File: src/hdl/ddr_bridge_pkg.sv
/*
 * shared widths, FIFO sizing and native address step
 * state and opcode enums, request and read beat structs
 */
package ddr_bridge_pkg;

    // native controller and AXI widths
    localparam int addr_w = 27;
    localparam int data_w = 256;
    localparam int id_w   = 4;
    localparam int len_w  = 8;
    // beat count, one more bit than awlen/arlen
    localparam int cnt_w  = len_w + 1;

    // fifo holds a full 256 beat burst
    localparam int fifo_depth = 256;
    localparam int fifo_aw    = 8;

    // native address advance per command
    localparam int app_addr_step = 8;

    // native command codes
    typedef enum logic [2:0] {
        app_write = 3'd0,
        app_read  = 3'd1,
        app_nop   = 3'd7
    } app_opcode_e;

    // bridge FSM states
    typedef enum logic [2:0] {
        calib_wait,
        wr_idle,
        rd_idle,
        wr_fill,
        wr_burst,
        wr_resp,
        rd_cmd,
        rd_data
    } bridge_state_e;

    // AW and AR request, 39 bits
    typedef struct packed {
        logic [id_w-1:0]   id;
        logic [addr_w-1:0] addr;
        logic [len_w-1:0]  len;
    } axi_addr_req_t;

    // native command, 30 bits
    typedef struct packed {
        logic [addr_w-1:0] addr;
        app_opcode_e       cmd;
    } app_req_t;

    // AXI read beat, 261 bits
    typedef struct packed {
        logic [data_w-1:0] data;
        logic [id_w-1:0]   id;
        logic              last;
    } axi_rbeat_t;

endpackage

File: src/hdl/burst_sequencer.sv
/*
 * bridge FSM, AW/AR capture and alternating address readies
 * native command generation with address stepping, write response
 */
module burst_sequencer import ddr_bridge_pkg::*; (
    input  logic              clock,
    input  logic              rst,
    input  axi_addr_req_t     aw,
    input  logic              aw_valid,
    output logic              aw_ready,
    input  axi_addr_req_t     ar,
    input  logic              ar_valid,
    output logic              ar_ready,
    output logic              b_valid,
    input  logic              b_ready,
    output logic [id_w-1:0]   b_id,
    output app_req_t          app_req,
    output logic              app_en,
    input  logic              app_rdy,
    input  logic              init_calib_complete,
    input  logic              wr_pending,
    input  logic              wr_data_done,
    input  logic              rd_done,
    output logic              wdata_phase,
    output logic              wr_burst_go,
    output logic [cnt_w-1:0]  wr_len,
    output logic              rdata_phase,
    output axi_addr_req_t     rd_ctx
);

    bridge_state_e state;
    bridge_state_e next_state;

    axi_addr_req_t wr_req;
    axi_addr_req_t rd_req;
    logic [addr_w-1:0] cmd_addr;
    logic [cnt_w-1:0] cmd_cnt;
    logic [len_w-1:0] cur_len;
    logic cmd_done;
    logic aw_fire;
    logic ar_fire;
    logic cmd_fire;
    logic cmd_last;

    // readies only rise in the matching idle state
    assign aw_fire  = aw_valid && aw_ready;
    assign ar_fire  = ar_valid && ar_ready;
    assign cmd_fire = app_en && app_rdy;

    // index of the final command, awlen or arlen
    assign cur_len  = (state == rd_cmd) ? rd_req.len : wr_req.len;
    assign cmd_last = cmd_fire && (cmd_cnt == cnt_w'(cur_len));

    always_comb begin
        next_state = state;
        case (state)
            calib_wait: begin
                if (init_calib_complete && app_rdy) begin
                    next_state = wr_idle;
                end
            end
            // idle states swap every cycle until a request lands
            wr_idle: begin
                next_state = aw_fire ? wr_fill : rd_idle;
            end
            rd_idle: begin
                next_state = ar_fire ? rd_cmd : wr_idle;
            end
            // wait for the first write beat to reach the FIFO head
            wr_fill: begin
                if (wr_pending) begin
                    next_state = wr_burst;
                end
            end
            // commands and data finish in either order
            wr_burst: begin
                if (cmd_done && wr_data_done) begin
                    next_state = wr_resp;
                end
            end
            wr_resp: begin
                if (b_ready) begin
                    next_state = rd_idle;
                end
            end
            rd_cmd: begin
                if (cmd_last) begin
                    next_state = rd_data;
                end
            end
            rd_data: begin
                if (rd_done) begin
                    next_state = wr_idle;
                end
            end
            default: begin
                next_state = calib_wait;
            end
        endcase
    end

    always_ff @(posedge clock or posedge rst) begin
        if (rst) begin
            state    <= calib_wait;
            aw_ready <= 1'b0;
            ar_ready <= 1'b0;
            cmd_cnt  <= '0;
            cmd_done <= 1'b0;
        end else begin
            state    <= next_state;
            // registered readies track the coming state
            aw_ready <= (next_state == wr_idle);
            ar_ready <= (next_state == rd_idle);
            if (state == wr_idle || state == rd_idle) begin
                cmd_cnt  <= '0;
                cmd_done <= 1'b0;
            end else if (cmd_fire) begin
                cmd_cnt <= cmd_cnt + 1'b1;
                if (cmd_last) begin
                    cmd_done <= 1'b1;
                end
            end
        end
    end

    // captured requests and running native address
    always_ff @(posedge clock) begin
        if (aw_fire) begin
            wr_req   <= aw;
            cmd_addr <= aw.addr;
        end else if (ar_fire) begin
            rd_req   <= ar;
            cmd_addr <= ar.addr;
        end else if (cmd_fire) begin
            cmd_addr <= cmd_addr + addr_w'(app_addr_step);
        end
    end

    // held until app_rdy since only an accept moves cmd_addr or cmd_done
    assign app_en = ((state == wr_burst) || (state == rd_cmd)) && !cmd_done;

    always_comb begin
        app_req.addr = cmd_addr;
        if (!app_en) begin
            app_req.cmd = app_nop;
        end else if (state == rd_cmd) begin
            app_req.cmd = app_read;
        end else begin
            app_req.cmd = app_write;
        end
    end

    // write response carries the AW id
    assign b_valid = (state == wr_resp);
    assign b_id    = wr_req.id;

    assign wdata_phase = (state == wr_fill) || (state == wr_burst);
    assign wr_burst_go = (state == wr_burst);
    assign wr_len      = cnt_w'(wr_req.len) + 1'b1;
    assign rdata_phase = (state == rd_cmd) || (state == rd_data);
    assign rd_ctx      = rd_req;

endmodule

File: config.mk
export PLATFORM = sky130hd
export DESIGN_NAME = burst_sequencer
export DESIGN_NICKNAME = d
export VERILOG_FILES = /design/src/hdl/ddr_bridge_pkg.sv /design/src/hdl/burst_sequencer.sv
export SDC_FILE = /design/constraint.sdc
export NUM_CORES = 1
export LEC_CHECK = 0
export BUFFER_PORTS_ARGS = -buffer_cell sky130_fd_sc_hd__buf_2
export CORE_ASPECT_RATIO = 1.2
export CORE_UTILIZATION = 47
export CTS_CLUSTER_SIZE = 10
export DETAILED_ROUTE_END_ITERATION = 16
export PLACE_DENSITY = 0.83
export RECOVER_POWER = 25
export SETUP_SLACK_MARGIN = 0.15
export SKIP_CTS_REPAIR_TIMING = 1
export SLEW_MARGIN = 20
export SYNTH_ARGS = -nofsm -noshare
export SYNTH_HDL_FRONTEND = slang
export SYNTH_SLANG_ARGS = --single-unit
File: constraint.sdc
create_clock -name clock -period 8.1 [get_ports clock]
set_input_delay 1.62 -clock clock [delete_from_list [all_inputs] [get_ports clock]]
set_output_delay 1.62 -clock clock [all_outputs]
set_load 0.1 [all_outputs]
==> results.py, run 1 <==
metrics = {
    "run_status": {
        "run_status": "completed",
    },
    "global_route": {
        "grt.met3_usage": 0.0439,
        "grt_first_pass_wirelength_um": 16600,
        "grt_usage": 0.221,
        "grt_use_met1": 0.264,
        "grt_antenna_before_repair": 0,
        "grt_max_degree": 54,
        "grt_pass1_vias": 3498,
        "grt_overflow": 0,
        "grt_busiest_layer": "met2",
        "met2_track_demand_over_resource_in_global_routing": 0.390,
    },
    "timing": {
        "post_route_minimum_period_ns": 3.66,
        "report.final.setup_viol": 0,
        "worst_slew_pin_slew_ns": 1.06,
        "setup-tns-final_ns": 0,
        "worst_slew_margin_rel": 0.291,
        "finalCritPeriodShare": 0.452,
        "max_freq_mhz": 273,
        "grt_setup_unrepaired": "no",
        "fin_hold_ws_ns": 0.601,
        "report.final.hold_viol_count": 0,
        "timing.clock.skew_ns": 0.00606,
        "slew_viol_final": 0,
    },
    "detailed_routing": {
        "routed-via-count": 3604,
        "residual_antenna_violating_net_count_after_detailed_routing": 0,
        "post_drt_wl_per_cell_um": 16.6,
        "post_drt_via_cell_ratio": 5.42,
        "detailedRoute.firstIterationViolations": 120,
        "wl_um": 11000,
        "firstDrtPassIters": 4,
        "drc_violations": 0,
    },
    "clock_tree": {
        "bufs_on_longest_clock_path": 2,
        "cts_tree": "done",
        "clk_root_buffer_cell": "sky130_fd_sc_hd__clkbuf_8",
        "cts_sinks": 93,
        "cts_max_level": 3,
        "tritoncts.num_buffers": 9,
        "clk_pin_slew_ns": 0.09,
        "worst_skew_pair.late_latency_ns": 0.35,
    },
    "die": {
        "floorplan.initialDensity": 0.491,
        "floorplan.io_pins": 177,
        "die_height_um": 109,
        "die_w_um": 91.1,
        "num_rows": 38,
        "die_area_um2": 9930,
        "design.core.area_um2": 9130,
    },
    "yosys": {
        "synth_compound_area_frac": 0.110,
        "async_sr_flop_fraction": 0.161,
        "total_of_flip_flops_plus_latches_after_synthesis": 93,
        "post-synth-top-count-cell": "sky130_fd_sc_hd__edfxtp_1",
        "mappedNetlistNets": 463,
        "mean_instance_size_in_the_synthesized_netlist_um2": 12.0,
        "ys.flop_type": "sky130_fd_sc_hd__edfxtp_1",
        "top_area_cells_in_the_synthesized_netlist": "sky130_fd_sc_hd__edfxtp_1 (52%), sky130_fd_sc_hd__dfrtp_1 (8.4%), sky130_fd_sc_hd__xnor2_1 (4.1%), sky130_fd_sc_hd__xor2_1 (3.9%), sky130_fd_sc_hd__nand2_1 (2.3%)",
        "yosys.area.top_type_share": 0.523,
        "yosys.cell_types.count": 49,
        "post_synth_fa_ha_maj_area_fraction": 0.00838,
        "multiplexer_area_fraction_after_synthesis": 0.0156,
        "synth_enable_flop_cells": 78,
        "synthesis.instances": 372,
        "yosys_warnings": 0,
        "basic_gate_share_of_the_synthesized_area_counting_and_or_nand_and_nor_cells": 0.141,
        "post_synthesis_sequential_area_ratio": 0.606,
        "synth.cells.most_frequent": "sky130_fd_sc_hd__edfxtp_1 (78), sky130_fd_sc_hd__nand2_1 (28), sky130_fd_sc_hd__nor2_1 (27)",
        "yosys.area.top_type": "sky130_fd_sc_hd__edfxtp_1",
        "combinational_family_with_the_most_area_after_synthesis": "simple AND/OR/NAND/NOR gates",
        "post_synth_xor_area_fraction": 0.0801,
        "synth_area_um2": 4480,
    },
    "setup_path": {
        "timing.critical_path.required_ns": 8.31,
        "critical_path_arrival_ns": 3.87,
        "crit_slowest_cell": "sky130_fd_sc_hd__inv_2",
        "critical-path-max-stage-delay_ns": 0.86,
        "crit_chain": "buf_2 > and2_0 > nand2_1 > inv_2 > a22oi_1 > o21ai_1",
        "crit_path_start_kind": "input pin",
        "worst-setup-path-type": "input pin to flip-flop",
        "cp-end-kind": "flip-flop",
        "crit_fanout": 53,
    },
    "finish": {
        "stdcell_area_um2": 5640,
        "layout.core_utilization": 0.618,
        "layout-drive-gt1-share": 0.332,
        "layout.nets": 631,
        "syn2layout_area_growth_pct": 25.9,
        "antenna_cells": 0,
    },
    "placement": {
        "numPortBuffers": 176,
        "placed_area_um2": 5400,
        "post-dp-hpwl_um": 8200,
        "globalplace.congestion": 0.918,
    },
    "flow_run": {
        "number_of_max_cap_violations": 0,
    },
    "min_path": {
        "hold_class": "flip-flop to flip-flop",
    },
    "power_and_ir_drop": {
        "vdd.ir_drop.worst_uv": 123,
        "design_power_total_mw": 1.17,
        "cell_pwr_density_nw_per_um2": 207,
        "power.static_leakage_nw": 2.29,
    },
}
routing by layer:
metal,wire (µm),up-vias,share of wire
met5,0,-,0
met4,176,0,0.016
met3,946,15,0.086
met2,5660,178,0.51
met1,4250,1716,0.39
li1,-,1695,-
logic make-up after synthesis:
family / count (synthesis)
adder cells (fa/ha/maj): 3
buffers and inverters: 36
AND/OR/NAND/NOR: 118
AO/OA/AOI/OAI: 74
multiplexers: 7
flip-flops: 93
XOR/XNOR: 41
critical path: cells and delay by family:
kind,cells,cell delay (ns)
and+or+nand+nor,2,0.97
buffers and inverters,2,0.95
AOI/OAI and AO/OA,2,0.32
stage by stage:
| step | std cells | setup slack [ns] |
|---|---|---|
| 2_1_floorplan | 372 | 3.09 |
| 3_3_place_gp | 649 | 4.21 |
| 3_5_place_dp | 649 | 4.05 |
| 4_1_cts | 665 | 4.45 |
| 5_1_grt | 665 | 4.19 |
| 6_report | 665 | 4.44 |
layout make-up:
type	count	area, µm²
Multi-Input combinational cell	243	1590
Sequential cell	93	2720
Fill cell	787	3490
Tap cell	120	150
Clock buffer	10	128
Inverter	17	63.8
Timing Repair Buffer	176	856
Clock inverter	6	135
flip-flops by register name, indices dropped and copies added, names as in the netlist:
name / count
b_id: 4
cmd_addr: 27
state: 3
ar_ready: 1
rd_ctx: 39
wr_req: 8
aw_ready: 1
cmd_done: 1
cmd_cnt: 9
placed cells by master (no fill, tap or decap), drive strengths merged, types with 3 or more instances in the layout:
cell	Yosys	routed
xnor2	21	21
a22oi	12	12
o21ai	22	22
nand2	28	28
edfxtp	78	78
o22ai	7	7
a22o	3	3
ha	3	3
nor2	27	27
a21oi	15	15
nand2b	5	5
dfrtp	15	15
and3	9	9
nand3	11	11
inv	17	17
nor3	5	5
xor2	20	20
nor2b	10	10
bufinv	0	4
nand4	10	10
a31oi	3	3
mux2i	7	7
buf	12	156
or3	6	6
clkbuf	7	30
power by group:
group / internal, mW / total [mW] / switching (mW)
sequential: 0.545 / 0.591 / 0.0456
clock: 0.236 / 0.397 / 0.161
combinational: 0.0651 / 0.181 / 0.116
final timing paths:
| kind | from | to | slack (ns) | cells after the start |
|---|---|---|---|---|
| worst max-delay path | ar_valid | cmd_addr[26]$_DFFE_PN_ | 4.44 | 6 |
| worst min register to register | cmd_cnt[8]$_DFFE_PP0P_ | cmd_cnt[8]$_DFFE_PP0P_ | 0.60 | 3 |
| worst min-delay path | cmd_cnt[8]$_DFFE_PP0P_ | cmd_cnt[8]$_DFFE_PP0P_ | 0.60 | 3 |
| max in group asynchronous | rst | cmd_cnt[7]$_DFFE_PP0P_ | 6.42 | 2 |
| min in group asynchronous | rst | cmd_cnt[4]$_DFFE_PP0P_ | 1.30 | 2 |
| worst max register to register | ar_ready$_DFF_PP0_ | cmd_addr[26]$_DFFE_PN_ | 5.36 | 5 |
Note: power is estimated with default switching activity, not from simulation.
==> inputs of run 2 (changes only) <==
--- a/config.mk
+++ b/config.mk
@@ -5,12 +5,13 @@
 export SDC_FILE = /design/constraint.sdc
 export NUM_CORES = 1
 export LEC_CHECK = 0
+export ABC_AREA = 1
 export BUFFER_PORTS_ARGS = -buffer_cell sky130_fd_sc_hd__buf_2
 export CORE_ASPECT_RATIO = 1.2
-export CORE_UTILIZATION = 47
+export CORE_UTILIZATION = 45
 export CTS_CLUSTER_SIZE = 10
 export DETAILED_ROUTE_END_ITERATION = 16
-export PLACE_DENSITY = 0.83
+export PLACE_DENSITY = 0.82
 export RECOVER_POWER = 25
 export SETUP_SLACK_MARGIN = 0.15
 export SKIP_CTS_REPAIR_TIMING = 1
==> constraint.sdc (replaced) <==
create_clock -name clock -period 3 [get_ports clock]
set_input_delay 0.6 -clock clock [delete_from_list [all_inputs] [get_ports clock]]
set_output_delay 0.6 -clock clock [all_outputs]
set_load 0.1 [all_outputs]
==> results.py, run 2 <==
metrics = {
    "run_status": {
        "run_status": "completed",
    },
    "finish": {
        "largest_reg_flops": 39,
        "layout.core_utilization": 0.598,
        "antenna_cells": 0,
        "final.fill_count": 880,
        "stdcell_area_um2": 5980,
        "layout.nets": 746,
        "final_common_cell": "sky130_fd_sc_hd__buf_2",
        "layout-drive-gt1-share": 0.306,
        "most-common-layout-cells": "sky130_fd_sc_hd__buf_2 (160), sky130_fd_sc_hd__nand2_1 (139), sky130_fd_sc_hd__edfxtp_1 (78), sky130_fd_sc_hd__inv_1 (47), sky130_fd_sc_hd__nand3_1 (42)",
        "syn2layout_area_growth_pct": 28.9,
    },
    "yosys": {
        "mean_instance_size_in_the_synthesized_netlist_um2": 9.69,
        "top_area_cells_in_the_synthesized_netlist": "sky130_fd_sc_hd__edfxtp_1 (50%), sky130_fd_sc_hd__nand2_1 (11%), sky130_fd_sc_hd__dfrtp_1 (8.1%), sky130_fd_sc_hd__nand3_1 (4.5%), sky130_fd_sc_hd__inv_1 (4.0%)",
        "ys.flop_type": "sky130_fd_sc_hd__edfxtp_1",
        "synth.cells.most_frequent": "sky130_fd_sc_hd__nand2_1 (140), sky130_fd_sc_hd__edfxtp_1 (78), sky130_fd_sc_hd__inv_1 (49)",
        "synthesis.instances": 479,
        "mappedNetlistNets": 570,
        "post_synthesis_sequential_area_ratio": 0.586,
        "synth_area_um2": 4640,
        "yosys.area.top_type": "sky130_fd_sc_hd__edfxtp_1",
        "total_of_flip_flops_plus_latches_after_synthesis": 93,
        "synth_enable_flop_cells": 78,
        "yosys.cell_types.count": 31,
        "post-synth-top-count-cell": "sky130_fd_sc_hd__nand2_1",
        "yosys_warnings": 0,
        "yosys.area.top_type_share": 0.505,
        "async_sr_flop_fraction": 0.161,
    },
    "setup_path": {
        "crit_chain": "ha_1 > nand2_1 > inv_1 > nand4_1 > xor2_2 > buf_2",
        "cp-end-kind": "output port",
        "crit_family": "buffers and inverters",
        "worst_r2r_startpoint": "ar_ready$_DFF_PP0_",
        "critical_path_arrival_ns": 1.94,
        "timing.critical_path.required_ns": 2.40,
        "crit_path_start_kind": "flip-flop",
        "crit_fanout": 4,
        "ff2ff_setup_slack_ns": 0.69,
        "ff2ff_path_depth": 6,
        "critical-path-max-stage-delay_ns": 0.45,
        "worstReg2RegEnd": "cmd_addr[16]$_DFFE_PN_",
        "crit_buf_inv": 2,
        "worst-setup-path-type": "flip-flop to output port",
        "crit_slowest_cell": "sky130_fd_sc_hd__edfxtp_1",
    },
    "power_and_ir_drop": {
        "vdd.ir_drop.worst_uv": 675,
        "share_comb_of_total_power": 0.470,
        "clock_power_share": 0.209,
        "power.static_leakage_nw": 2.64,
        "cellInternalPower_mw": 3.05,
        "power_switching_share": 0.504,
        "cell_pwr_density_nw_per_um2": 1030,
        "p_seq_frac": 0.321,
        "switching_power_mw": 3.10,
    },
    "timing": {
        "post_route_minimum_period_ns": 2.54,
        "report.final.hold_viol_count": 0,
        "timing.clock.skew_ns": 0.00879,
        "max_freq_mhz": 394,
        "worst_slew_pin_slew_ns": 0.654,
        "report.final.setup_viol": 0,
        "slew_viol_final": 0,
        "setup-tns-final_ns": 0,
        "finalCritPeriodShare": 0.847,
        "worst_slew_margin_rel": 0.564,
        "grt_setup_unrepaired": "no",
    },
    "placement": {
        "numPortBuffers": 176,
        "globalplace.congestion": 0.832,
        "placed_area_um2": 5670,
        "post-dp-hpwl_um": 9080,
    },
    "die": {
        "die_w_um": 94.7,
        "die_area_um2": 10700,
        "floorplan.initialDensity": 0.464,
        "num_rows": 40,
        "die_height_um": 113,
        "floorplan.io_pins": 177,
        "design.core.area_um2": 10000,
    },
    "global_route": {
        "grt_max_degree": 52,
        "grt_antenna_before_repair": 0,
        "grt_pass1_vias": 3960,
        "grt_usage": 0.231,
        "grt_first_pass_wirelength_um": 18900,
        "grt_overflow": 0,
    },
    "clock_tree": {
        "cts_tree": "done",
        "clk_pin_slew_ns": 0.06,
        "cts_max_level": 3,
        "cts_sinks": 93,
        "clk_root_buffer_cell": "sky130_fd_sc_hd__clkbuf_16",
        "tritoncts.num_buffers": 9,
        "bufs_on_longest_clock_path": 2,
        "worst_skew_pair.late_latency_ns": 0.34,
    },
    "detailed_routing": {
        "residual_antenna_violating_net_count_after_detailed_routing": 0,
        "drc_violations": 0,
        "detailedRoute.firstIterationViolations": 262,
        "wl_um": 11900,
        "routed-via-count": 4085,
        "post_drt_via_cell_ratio": 5.20,
        "post_drt_wl_per_cell_um": 15.1,
        "firstDrtPassIters": 4,
    },
    "flow_run": {
        "number_of_max_cap_violations": 0,
    },
    "min_path": {
        "hold_class": "input pin to asynchronous set/reset pin",
    },
}
-- run 2: through the flow --
step	worst slack, ns	total power [mW]	std cells	hold slack, ns
finish	0.460	6.15	786	0.328
global route	0.382	6.43	786	0.376
CTS	0.447	6.19	786	0.346
detailed placement	0.825	4.90	770	0.578
global placement	0.896	4.86	770	0.564
floorplan	0.0791	4.36	479	0.501
-- run 2: cells by family after synthesis --
logic type | count (synthesis) | share of synthesized area
AND/OR/NAND/NOR | 260 | 0.253
flip-flops | 93 | 0.586
buffers and inverters | 66 | 0.0609
AO/OA/AOI/OAI | 31 | 0.0434
XOR/XNOR | 26 | 0.0491
adder cells (fa/ha/maj) | 3 | 0.00809
-- run 2: metal layers --
| layer | share of wire | routed length (µm) | global-route usage |
|---|---|---|---|
| met1 | 0.40 | 4770 | 0.287 |
| met5 | 0 | 0 | 0 |
| met2 | 0.50 | 5970 | 0.396 |
| met4 | 0.021 | 246 | 0.0747 |
| met3 | 0.073 | 869 | 0.0504 |
-- run 2: cell type report --
class | instances | area (µm²) | area share
sequential | 93 | 2720 | 0.454
inverter | 51 | 195 | 0.0326
clock inverter | 7 | 114 | 0.0190
clock buffer | 9 | 225 | 0.0377
tap | 126 | 158 | 0.0264
timing repair buffer | 180 | 900 | 0.150
multi-input combinational | 320 | 1670 | 0.279
-- run 2: power by group through the flow --
stage               registers, mW  logic [mW]  clock network, mW
finish                       1.97        2.89               1.29
global route                 2.01        3.06               1.36
CTS                          1.97        2.91               1.31
detailed placement           2.00        2.91                  0
global placement             1.98        2.88                  0
floorplan                    3.15        1.20                  0
-- run 2: worst register-to-register path, cell delays in order (launching register included) --
cell	delay, ns
sky130_fd_sc_hd__dfrtp_1	0.34
sky130_fd_sc_hd__nand2_1	0.13
sky130_fd_sc_hd__nand2_1	0.10
sky130_fd_sc_hd__clkbuf_1	0.51
sky130_fd_sc_hd__inv_1	0.43
sky130_fd_sc_hd__nand2_1	0.16
sky130_fd_sc_hd__buf_4	0.32
-- run 2: how the worst max path moves through the flow --
stage	from	end	cells after the start
after floorplan	state[1]$_DFF_PP0_	wdata_phase	6
after global placement	ar_valid	cmd_addr[15]$_DFFE_PN_	7
after detailed placement	ar_valid	cmd_addr[19]$_DFFE_PN_	7
after CTS	wr_req[0]$_DFFE_PP_	wr_len[6]	6
after global routing	wr_req[0]$_DFFE_PP_	wr_len[6]	6
final	wr_req[0]$_DFFE_PP_	wr_len[6]	6
